## src/common/analogizer_cfg_pkg.sv

```systemverilog
`default_nettype none

package analogizer_cfg_pkg;

	// --------------------
	// Bridge side
	// --------------------
	typedef logic [31:0] bridge_word_t;     // One bridge data word
	typedef logic [3:0]  cfg_index_t;       // Word index from address bits 3:0

	// --------------------
	// Settings word layout
	// --------------------
	localparam int GAME_TYPE_LSB = 0;       // Controller type, 5 bits
	localparam int ASSIGN_LSB    = 6;       // Controller assignment, 4 bits
	localparam int VMODE_LSB     = 10;      // Video mode, 4 bits
	localparam int BLANK_BIT     = 14;      // Pocket screen blanking
	localparam int OSD_BIT       = 15;      // OSD request
	localparam int BUSY_BIT      = 31;      // Busy flag in the top bit

	// Type 20 keeps pin configuration A although it sits above 15
	localparam logic [4:0] CONF_A_EXTRA_TYPE = 5'd20;

	// Analog output modes, 2 and up are parked here
	typedef enum logic [3:0] {
		MODE_RGBS     = 4'd0,
		MODE_RGSB     = 4'd1,               // Sync on green
		MODE_YPBPR    = 4'd2,
		MODE_YC_A     = 4'd3,
		MODE_YC_B     = 4'd4,
		MODE_SD_FIRST = 4'd5                // First scandoubler code
	} video_mode_e;

	// Decoded settings, 20 bits
	typedef struct packed {
		logic [4:0]  game_cont_type;
		logic [3:0]  cont_assignment;
		video_mode_e video_mode;
		logic        blank_screen;
		logic        osd_enable;
		logic        conf_b;            // 0 for pin config A, 1 for B
		logic [2:0]  sc_fx;             // Scanline effect code
		logic        busy;
	} settings_t;

endpackage

`default_nettype wire

```

## src/common/analogizer_video_pkg.sv

```systemverilog
`default_nettype none

package analogizer_video_pkg;

	// Colour bits per channel on the DAC
	localparam int DAC_W = 6;

	// --------------------
	// Pixel from the core
	// --------------------
	typedef struct packed {
		logic [7:0] r;
		logic [7:0] g;
		logic [7:0] b;
		logic       hs;             // Normalised sync
		logic       vs;
		logic       hblank;
		logic       vblank;
	} pixel_t;                      // 28 bits

	// What the DAC and sync pins get
	typedef struct packed {
		logic [DAC_W-1:0] r;
		logic [DAC_W-1:0] g;
		logic [DAC_W-1:0] b;
		logic             sync_h;   // H sync pin, carries csync in RGBS
		logic             sync_v;   // V sync pin, carries csync in RGsB
		logic             blank_n;
	} dac_t;                        // 21 bits

	// --------------------
	// Cartridge port
	// --------------------
	// Values plus direction, 1 drives the pin
	typedef struct packed {
		logic [7:0] bank1;
		logic [7:0] bank2;
		logic [7:0] bank3;
		logic       bank1_dir;
		logic       bank2_dir;
		logic       bank3_dir;
	} cart_banks_t;                 // 27 bits

endpackage

`default_nettype wire

```

## src/bridge/analogizer_bridge_regs.sv

```systemverilog
`default_nettype none
`timescale 1ns/1ps

module analogizer_bridge_regs #(
	parameter logic [7:0] CFG_ADDR_PAGE = 8'hF7    // Address page of the adapter
) (
	input  wire                              i_clk,
	input  wire                              i_rst_apf,
	input  wire                              i_bridge_endian_little,
	input  wire [31:0]                       i_bridge_addr,
	input  wire                              i_bridge_rd,     // Single-cycle strobe
	input  wire                              i_bridge_wr,     // Single-cycle strobe
	input  analogizer_cfg_pkg::bridge_word_t i_bridge_wr_data,
	output analogizer_cfg_pkg::bridge_word_t o_bridge_rd_data,
	output analogizer_cfg_pkg::bridge_word_t o_settings_word
);

	// Reverse the four byte lanes
	function automatic analogizer_cfg_pkg::bridge_word_t swap_bytes(
		input analogizer_cfg_pkg::bridge_word_t w
	);
		return {w[7:0], w[15:8], w[23:16], w[31:24]};
	endfunction

	analogizer_cfg_pkg::bridge_word_t settings_word;
	analogizer_cfg_pkg::bridge_word_t cfg_mem [1:15];   // Words 1 to 15, no reset
	analogizer_cfg_pkg::bridge_word_t rd_data;
	analogizer_cfg_pkg::bridge_word_t wr_word;
	analogizer_cfg_pkg::bridge_word_t rd_word;
	analogizer_cfg_pkg::cfg_index_t   idx;
	logic                             page_hit;
	logic                             idx_zero;

	// --------------------
	// Address decode
	// --------------------
	assign page_hit = (i_bridge_addr[31:24] == CFG_ADDR_PAGE);
	assign idx      = i_bridge_addr[3:0];
	assign idx_zero = (idx == 4'd0);          // Settings word slot

	// Host writes big-endian unless told otherwise
	assign wr_word = i_bridge_endian_little ? i_bridge_wr_data : swap_bytes(i_bridge_wr_data);

	// Settings word, visible to the decoder the cycle after the write
	always_ff @(posedge i_clk) begin
		if (i_rst_apf) begin
			settings_word <= '0;
		end else if (i_bridge_wr && page_hit && idx_zero) begin
			settings_word <= wr_word;
		end
	end

	// Remaining configuration words
	always_ff @(posedge i_clk) begin
		if (i_bridge_wr && page_hit && !idx_zero) begin
			cfg_mem[idx] <= wr_word;
		end
	end

	// --------------------
	// Read back
	// --------------------
	assign rd_word = idx_zero ? settings_word : cfg_mem[idx];

	always_ff @(posedge i_clk) begin
		if (i_rst_apf) begin
			rd_data <= '0;
		end else if (i_bridge_rd && page_hit) begin
			// Same lane order as the write, so a saved file reloads unchanged
			rd_data <= i_bridge_endian_little ? rd_word : swap_bytes(rd_word);
		end
	end

	assign o_bridge_rd_data = rd_data;      // Held until the next read
	assign o_settings_word  = settings_word;

endmodule

`default_nettype wire

```

## src/bridge/analogizer_settings.sv

```systemverilog
`default_nettype none
`timescale 1ns/1ps

module analogizer_settings (
	input  wire                              i_clk,
	input  wire                              i_rst_apf,
	input  analogizer_cfg_pkg::bridge_word_t i_settings_word,
	output analogizer_cfg_pkg::settings_t    o_settings
);

	analogizer_cfg_pkg::settings_t settings_q;
	logic [4:0] game_type;
	logic [3:0] vmode;
	logic [3:0] vmode_sd;       // Mode minus first scandoubler code
	logic       sd_mode;
	logic       conf_b;

	// --------------------
	// Field extraction
	// --------------------
	assign game_type = i_settings_word[analogizer_cfg_pkg::GAME_TYPE_LSB +: 5];
	assign vmode     = i_settings_word[analogizer_cfg_pkg::VMODE_LSB +: 4];

	assign sd_mode  = (vmode >= 4'(analogizer_cfg_pkg::MODE_SD_FIRST));
	assign vmode_sd = vmode - 4'(analogizer_cfg_pkg::MODE_SD_FIRST);

	// Types 0-15 plus the one extra type use pin config A
	assign conf_b = (game_type > 5'd15) && (game_type != analogizer_cfg_pkg::CONF_A_EXTRA_TYPE);

	always_ff @(posedge i_clk) begin
		if (i_rst_apf) begin
			settings_q <= '0;       // Mode RGBS, config A
		end else begin
			settings_q.game_cont_type  <= game_type;
			settings_q.cont_assignment <=
				i_settings_word[analogizer_cfg_pkg::ASSIGN_LSB +: 4];
			settings_q.video_mode      <= analogizer_cfg_pkg::video_mode_e'(vmode);
			settings_q.blank_screen    <= i_settings_word[analogizer_cfg_pkg::BLANK_BIT];
			settings_q.osd_enable      <= i_settings_word[analogizer_cfg_pkg::OSD_BIT];
			settings_q.conf_b          <= conf_b;
			settings_q.busy            <= i_settings_word[analogizer_cfg_pkg::BUSY_BIT];
			// Scanline code only changes on a scandoubler mode
			if (sd_mode) begin
				settings_q.sc_fx <= vmode_sd[2:0];
			end
		end
	end

	assign o_settings = settings_q;

endmodule

`default_nettype wire

```

## src/video/sync_polarity_fix.sv

```systemverilog
`default_nettype none
`timescale 1ns/1ps

module sync_polarity_fix #(
	parameter int SYNC_CNT_W = 32       // Wide enough for a whole frame
) (
	input  wire  i_clk,
	input  wire  i_sync,
	output logic o_sync
);

	logic                  sync_d1 = 1'b0;
	logic                  sync_d2 = 1'b0;
	logic [SYNC_CNT_W-1:0] cnt     = '0;
	logic                  pol     = 1'b0;   // 1 when the source sync is active low

	always_ff @(posedge i_clk) begin
		sync_d1 <= i_sync;
		sync_d2 <= sync_d1;
		// High time pulls the count down, low time pushes it up
		cnt <= sync_d2 ? (cnt - 1'b1) : (cnt + 1'b1);
		if (sync_d1 && !sync_d2) begin  // Rising edge of the delayed sync
			cnt <= '0;
			pol <= cnt[SYNC_CNT_W-1];  // Negative means mostly high
		end
	end

	assign o_sync = i_sync ^ pol;       // Live path, no added latency

endmodule

`default_nettype wire

```

## src/video/pixel_capture.sv

```systemverilog
`default_nettype none
`timescale 1ns/1ps

module pixel_capture (
	input  wire                          i_clk,
	input  wire                          i_rst_apf,
	input  wire                          i_ce_pix,
	input  wire  [7:0]                   i_r,
	input  wire  [7:0]                   i_g,
	input  wire  [7:0]                   i_b,
	input  wire                          i_hblank,
	input  wire                          i_vblank,
	input  wire                          i_hs,      // Already normalised
	input  wire                          i_vs,
	output analogizer_video_pkg::pixel_t o_pixel
);

	analogizer_video_pkg::pixel_t pix_q;
	logic                         ce_d;      // Enable seen at the previous edge
	logic                         ce_rise;

	// Capture once per pixel, whatever the enable width
	assign ce_rise = i_ce_pix && !ce_d;

	always_ff @(posedge i_clk) begin
		if (i_rst_apf) begin
			ce_d  <= 1'b0;
			pix_q <= '0;
		end else begin
			ce_d <= i_ce_pix;
			if (ce_rise) begin
				pix_q.r      <= i_r;
				pix_q.g      <= i_g;
				pix_q.b      <= i_b;
				pix_q.hs     <= i_hs;
				pix_q.vs     <= i_vs;
				pix_q.hblank <= i_hblank;
				pix_q.vblank <= i_vblank;
			end
		end
	end

	assign o_pixel = pix_q;

endmodule

`default_nettype wire

```

## src/video/analog_out_select.sv

```systemverilog
`default_nettype none
`timescale 1ns/1ps

module analog_out_select (
	input  wire                               i_rst_apf,
	input  wire                               i_ena,      // Adapter enabled
	input  analogizer_video_pkg::pixel_t      i_pixel,
	input  analogizer_cfg_pkg::settings_t     i_settings,
	output analogizer_video_pkg::cart_banks_t o_cart
);

	localparam int DW = analogizer_video_pkg::DAC_W;

	analogizer_video_pkg::dac_t dac;
	logic [DW-1:0] r_top;
	logic [DW-1:0] g_top;
	logic [DW-1:0] b_top;
	logic          de;          // Data enable
	logic          csync;
	logic          park;

	// --------------------
	// Video prep
	// --------------------
	assign de    = !(i_pixel.hblank || i_pixel.vblank);
	assign csync = !(i_pixel.hs ^ i_pixel.vs);            // Composite sync
	// Top DAC bits only, blacked out during blanking
	assign r_top = i_pixel.r[7 -: DW] & {DW{de}};
	assign g_top = i_pixel.g[7 -: DW] & {DW{de}};
	assign b_top = i_pixel.b[7 -: DW] & {DW{de}};

	always_comb begin
		dac.blank_n = de;
		dac.sync_v  = 1'b1;
		case (i_settings.video_mode)
			analogizer_cfg_pkg::MODE_RGBS: begin
				dac.r      = r_top;
				dac.g      = g_top;
				dac.b      = b_top;
				dac.sync_h = csync;            // Csync on the H pin
			end
			analogizer_cfg_pkg::MODE_RGSB: begin
				dac.r      = r_top;
				dac.g      = g_top;
				dac.b      = b_top;
				dac.sync_h = 1'b1;
				dac.sync_v = csync;            // DAC sync pin, SOG switch on
			end
			default: begin
				// Parked modes keep only the H sync alive
				dac.r      = '0;
				dac.g      = '0;
				dac.b      = '0;
				dac.sync_h = i_pixel.hs;
			end
		endcase
	end

	// --------------------
	// Cartridge banks
	// --------------------
	assign park = i_rst_apf || !i_ena;   // Pins left as inputs

	always_comb begin
		if (park) begin
			o_cart = '0;
		end else begin
			o_cart.bank3     = {dac.r, dac.sync_h, dac.sync_v};
			o_cart.bank2     = {dac.b[0], dac.blank_n, dac.g};
			// Bits 7:6 unused, bit 5 is the video clock held low
			o_cart.bank1     = {2'b00, 1'b0, dac.b[DW-1:1]};
			o_cart.bank1_dir = 1'b1;
			o_cart.bank2_dir = 1'b1;
			o_cart.bank3_dir = 1'b1;
		end
	end

endmodule

`default_nettype wire

```

## src/analogizer_top.sv

```systemverilog
`default_nettype none
`timescale 1ns/1ps

module analogizer_top #(
	parameter logic [7:0] CFG_ADDR_PAGE = 8'hF7,
	parameter int         SYNC_CNT_W    = 32
) (
	input  wire                               i_clk,
	input  wire                               i_rst_apf,
	input  wire                               i_ena,
	// Bridge
	input  wire                               i_bridge_endian_little,
	input  wire  [31:0]                       i_bridge_addr,
	input  wire                               i_bridge_rd,
	input  wire                               i_bridge_wr,
	input  analogizer_cfg_pkg::bridge_word_t  i_bridge_wr_data,
	// Core video
	input  wire                               i_ce_pix,
	input  wire  [7:0]                        i_r,
	input  wire  [7:0]                        i_g,
	input  wire  [7:0]                        i_b,
	input  wire                               i_hblank,
	input  wire                               i_vblank,
	input  wire                               i_hsync,    // Either polarity
	input  wire                               i_vsync,
	output analogizer_cfg_pkg::bridge_word_t  o_bridge_rd_data,
	output analogizer_cfg_pkg::settings_t     o_settings,
	output analogizer_video_pkg::cart_banks_t o_cart
);

	analogizer_cfg_pkg::bridge_word_t settings_word;
	analogizer_cfg_pkg::settings_t    settings;
	analogizer_video_pkg::pixel_t     pixel;
	logic                             hs_fix;
	logic                             vs_fix;

	// --------------------
	// Configuration
	// --------------------
	analogizer_bridge_regs #(.CFG_ADDR_PAGE(CFG_ADDR_PAGE)) u_bridge_regs (
		.i_clk(i_clk), .i_rst_apf(i_rst_apf),
		.i_bridge_endian_little(i_bridge_endian_little),
		.i_bridge_addr(i_bridge_addr), .i_bridge_rd(i_bridge_rd),
		.i_bridge_wr(i_bridge_wr), .i_bridge_wr_data(i_bridge_wr_data),
		.o_bridge_rd_data(o_bridge_rd_data), .o_settings_word(settings_word)
	);

	analogizer_settings u_settings (
		.i_clk(i_clk), .i_rst_apf(i_rst_apf),
		.i_settings_word(settings_word), .o_settings(settings)
	);

	// --------------------
	// Video path
	// --------------------
	sync_polarity_fix #(.SYNC_CNT_W(SYNC_CNT_W)) u_hs_fix (
		.i_clk(i_clk), .i_sync(i_hsync), .o_sync(hs_fix)
	);
	sync_polarity_fix #(.SYNC_CNT_W(SYNC_CNT_W)) u_vs_fix (
		.i_clk(i_clk), .i_sync(i_vsync), .o_sync(vs_fix)
	);

	pixel_capture u_pixel_capture (
		.i_clk(i_clk), .i_rst_apf(i_rst_apf), .i_ce_pix(i_ce_pix),
		.i_r(i_r), .i_g(i_g), .i_b(i_b),
		.i_hblank(i_hblank), .i_vblank(i_vblank),
		.i_hs(hs_fix), .i_vs(vs_fix), .o_pixel(pixel)
	);

	analog_out_select u_out_select (
		.i_rst_apf(i_rst_apf), .i_ena(i_ena),
		.i_pixel(pixel), .i_settings(settings), .o_cart(o_cart)
	);

	assign o_settings = settings;

endmodule

`default_nettype wire

```

## config.mk

```make
export PLATFORM = sky130hd
export DESIGN_NAME = analogizer_top
export DESIGN_NICKNAME = d
export VERILOG_FILES = /design/src/common/analogizer_cfg_pkg.sv /design/src/common/analogizer_video_pkg.sv /design/src/bridge/analogizer_bridge_regs.sv /design/src/bridge/analogizer_settings.sv /design/src/video/sync_polarity_fix.sv /design/src/video/pixel_capture.sv /design/src/video/analog_out_select.sv /design/src/analogizer_top.sv
export SDC_FILE = /design/constraint.sdc
export NUM_CORES = 1
export LEC_CHECK = 0
export BUFFER_PORTS_ARGS = -buffer_cell sky130_fd_sc_hd__buf_2
export CAP_MARGIN = 20
export CORE_MARGIN = 3
export CORE_UTILIZATION = 61
export DETAILED_ROUTE_END_ITERATION = 8
export GPL_TIMING_DRIVEN = 0
export HOLD_SLACK_MARGIN = 0.1
export PLACE_DENSITY = 0.77
export SYNTH_ARGS = -nofsm -noshare
export SYNTH_HDL_FRONTEND = slang
export SYNTH_SLANG_ARGS = --single-unit
```

## constraint.sdc

```tcl
create_clock -name i_clk -period 5.1 [get_ports i_clk]
set_input_delay 0.255 -clock i_clk [delete_from_list [all_inputs] [get_ports i_clk]]
set_output_delay 0.255 -clock i_clk [all_outputs]
set_load 0.05 [all_outputs]
```

==> metrics.txt <==
status=completed; overall die height=221.4 um; Fin Setup TNS=0 ns; top-count cell post-synth=edfxtp_1; row cnt=78; global-route wire length before repair=108200 um; number of gates resized after cts=0; Initial Util=62.07%; First-pass DRT Iterations=6; Final Max Tran Viols=0; CTS tree=built; Fin Hold WS=0.2133 ns; Worst R2R End=u_vs_fix.cnt[28]; Ys Warns=0; Area growth syn-to-layout=15.88%; synthesized cell area=28290 sq um; drt wl/cell=25.15 um; Setup CP Type=flop to flop; top cells by count, synth=edfxtp_1 (482), nor2_1 (178), dfxtp_1 (175); Final Non-Filler Cells=2875; Rel. slew slack=19.67%; DP HPWL=47960 um; EDFF count, synth=482; Max Clk Rate=296.2 MHz; Max Cap Viol=0; Worst Slack Setup Final=1.724 ns; post-synthesis sequential area ratio=63.54%; vias per cell=6.320; I/O Buffers=142; Post-CTS Hold Buffers=24; Netlist cell types=66; Ant. Diodes=0; Core ar.=45580 sq um; antenna viol nets, final=0; GR Util All Layers=29.26%; via count=18170; Clock Sinks=657; Worst Path Arrival=3.86 ns; Worst VDD drop=0.0004118 V; Clk Latency, worst-skew pair=0.60 ns; CP peak stage delay=0.72 ns; cells on worst reg2reg path=11; final net count=2384; Synth area leaders=edfxtp_1 (51%), dfxtp_1 (12%), mux4_2 (10%); antenna violations before repair=1; crit path cell chain=buf_16 > ha_1 > clkbuf_1 > a21o_1 > nor3_1 > o21ai_1 > nand2_1 > o31ai_1 > a211o_1 > nor2_1 > a311o_1; I/O pins=178; fraction of layout cells with a size suffix above 1=21.63%; synthesis-stage register bit count=657; Worst Skew=0.01892 ns; RR Startpoint=u_vs_fix.sync_d2; cell leakage power=12.03 nW; Congestion Overflow GR=0; CP Launch Type=flop; Syn Inst Count=1958; Yosys top cell by area=edfxtp_1; CTS buffer count=68; fraction of registers with async set/reset=0%; DRC=0; Worst Path Required=5.58 ns; period utilisation layout=66.20%; vias in the first global route=18110; die area=49000 sq um; syn avg cell area=14.45 sq um; H-tree depth=3; critical path depth=11; final WL=72310 um; largest net degree at the start of global routing=23; CTS Root Cell=clkbuf_16; final setup fails=0; CP endpoint kind=flop; Critical Path Sink=u_vs_fix.cnt[28]; Worst path top cell family by delay=compound AO/OA/AOI/OAI gates; worst slack, placed=1.746 ns; total power=14.22 mW; GP Congestion=0.9092; RSZ-0062 raised after global routing=false; clk slew on worst S/H paths=0.07 ns; post-CTS setup buffers=0; R2R Setup Slk=1.72 ns; endpoints failing hold=0; ys flop type=edfxtp_1; Slowest-stage cell, CP=o31ai_1; Worst Hold Class=input pin to flop; Worst Tran Pin Value=1.205 ns; clk buf depth=3; crit path max fanout=22; Power Dens Cells=433.8 nW/um^2; post-synth top area share=51.16%; die width=221.4 um; Cells after DPL=2727; Worst Setup SP=u_vs_fix.sync_d2; DR iter-0 viols=2196; min cycle time layout=3.376 ns; WP buf/inv=2
==> kinds of logic (layout without fill, tap and decap cells) <==
kind of cell,after synthesis,after routing,synth area share (%)
AOI/OAI and AO/OA,311,311,6.745
xor gates and xnor gates,46,46,1.424
adders and majority gates,64,64,2.884
buffers and inverters,129,444,2.145
DFF,657,657,63.54
muxes,285,285,15.83
other,1,3,0.01326
and+or+nand+nor,465,465,7.412
==> area by class of cell <==
cell class                 instances  area [sq um]
sequential                       657         17980
multi-input combinational       1174          9819
tap                              600         750.7
fill                            2911         12790
clock inverter                    27         281.5
timing repair buffer             191          1393
inverter                          16         60.06
clock buffer                      97          1956
buffer                           113         546.8
==> worst min path at each step <==
stage | startpoint | end | depth (start not counted)
after floorplan | i_hsync | u_hs_fix.sync_d1 | 0
final | i_bridge_wr_data[14] | u_bridge_regs.cfg_mem[11][22] | 2
after detailed placement | u_vs_fix.sync_d1 | u_vs_fix.sync_d2 | 0
after global placement | u_vs_fix.sync_d1 | u_vs_fix.sync_d2 | 0
after global routing | i_bridge_wr_data[22] | u_bridge_regs.cfg_mem[9][14] | 2
after CTS | i_bridge_wr_data[1] | u_bridge_regs.cfg_mem[6][25] | 2
==> per-layer routing <==
layer  GRT usage (%)  routed length [um]  vias to the layer above
met5               0                  13                        -
met4           9.867                2453                        2
met3           7.880                7445                      186
met2           47.42               34650                      967
met1           38.90               27750                     9003
li1                -                   -                     8011
==> cells in the final DEF, fill, tap and decap left out, drive strengths merged, types with 39 or more instances in the layout <==
cell	count
a21oi	144
a21o	39
o21ai	41
clkbuf	169
mux4	126
nor2	179
buf	208
dfxtp	175
mux2i	119
ha	62
edfxtp	482
nand2	139
mux2	40
==> stage by stage <==
| step | instance area, sq um | util [%] |
|---|---|---|
| after floorplan | 28300 | - |
| after global placement | 29760 | 65.30 |
| after detailed placement | 30310 | 66.50 |
| after CTS | 32780 | 71.93 |
| after global routing | 32780 | 71.93 |
| final | 32780 | 71.93 |
==> registers in the layout, indices dropped and copies added (netlist names), 20 cells and up <==
register	cells
u_bridge_regs.o_bridge_rd_data	32
u_pixel_capture.o_pixel	22
u_vs_fix.cnt	32
u_bridge_regs.cfg_mem	480
u_hs_fix.cnt	32
u_settings.o_settings	20
u_bridge_regs.o_settings_word	32
==> where the power goes <==
group	internal (mW)	switching [mW]	leakage, nW
registers	6.05	0.101	5.77
logic	1.29	1.83	5.18
clock network	2.90	2.06	1.08
total	10.2	3.99	12.0
Power figures use the tool's default switching activity.
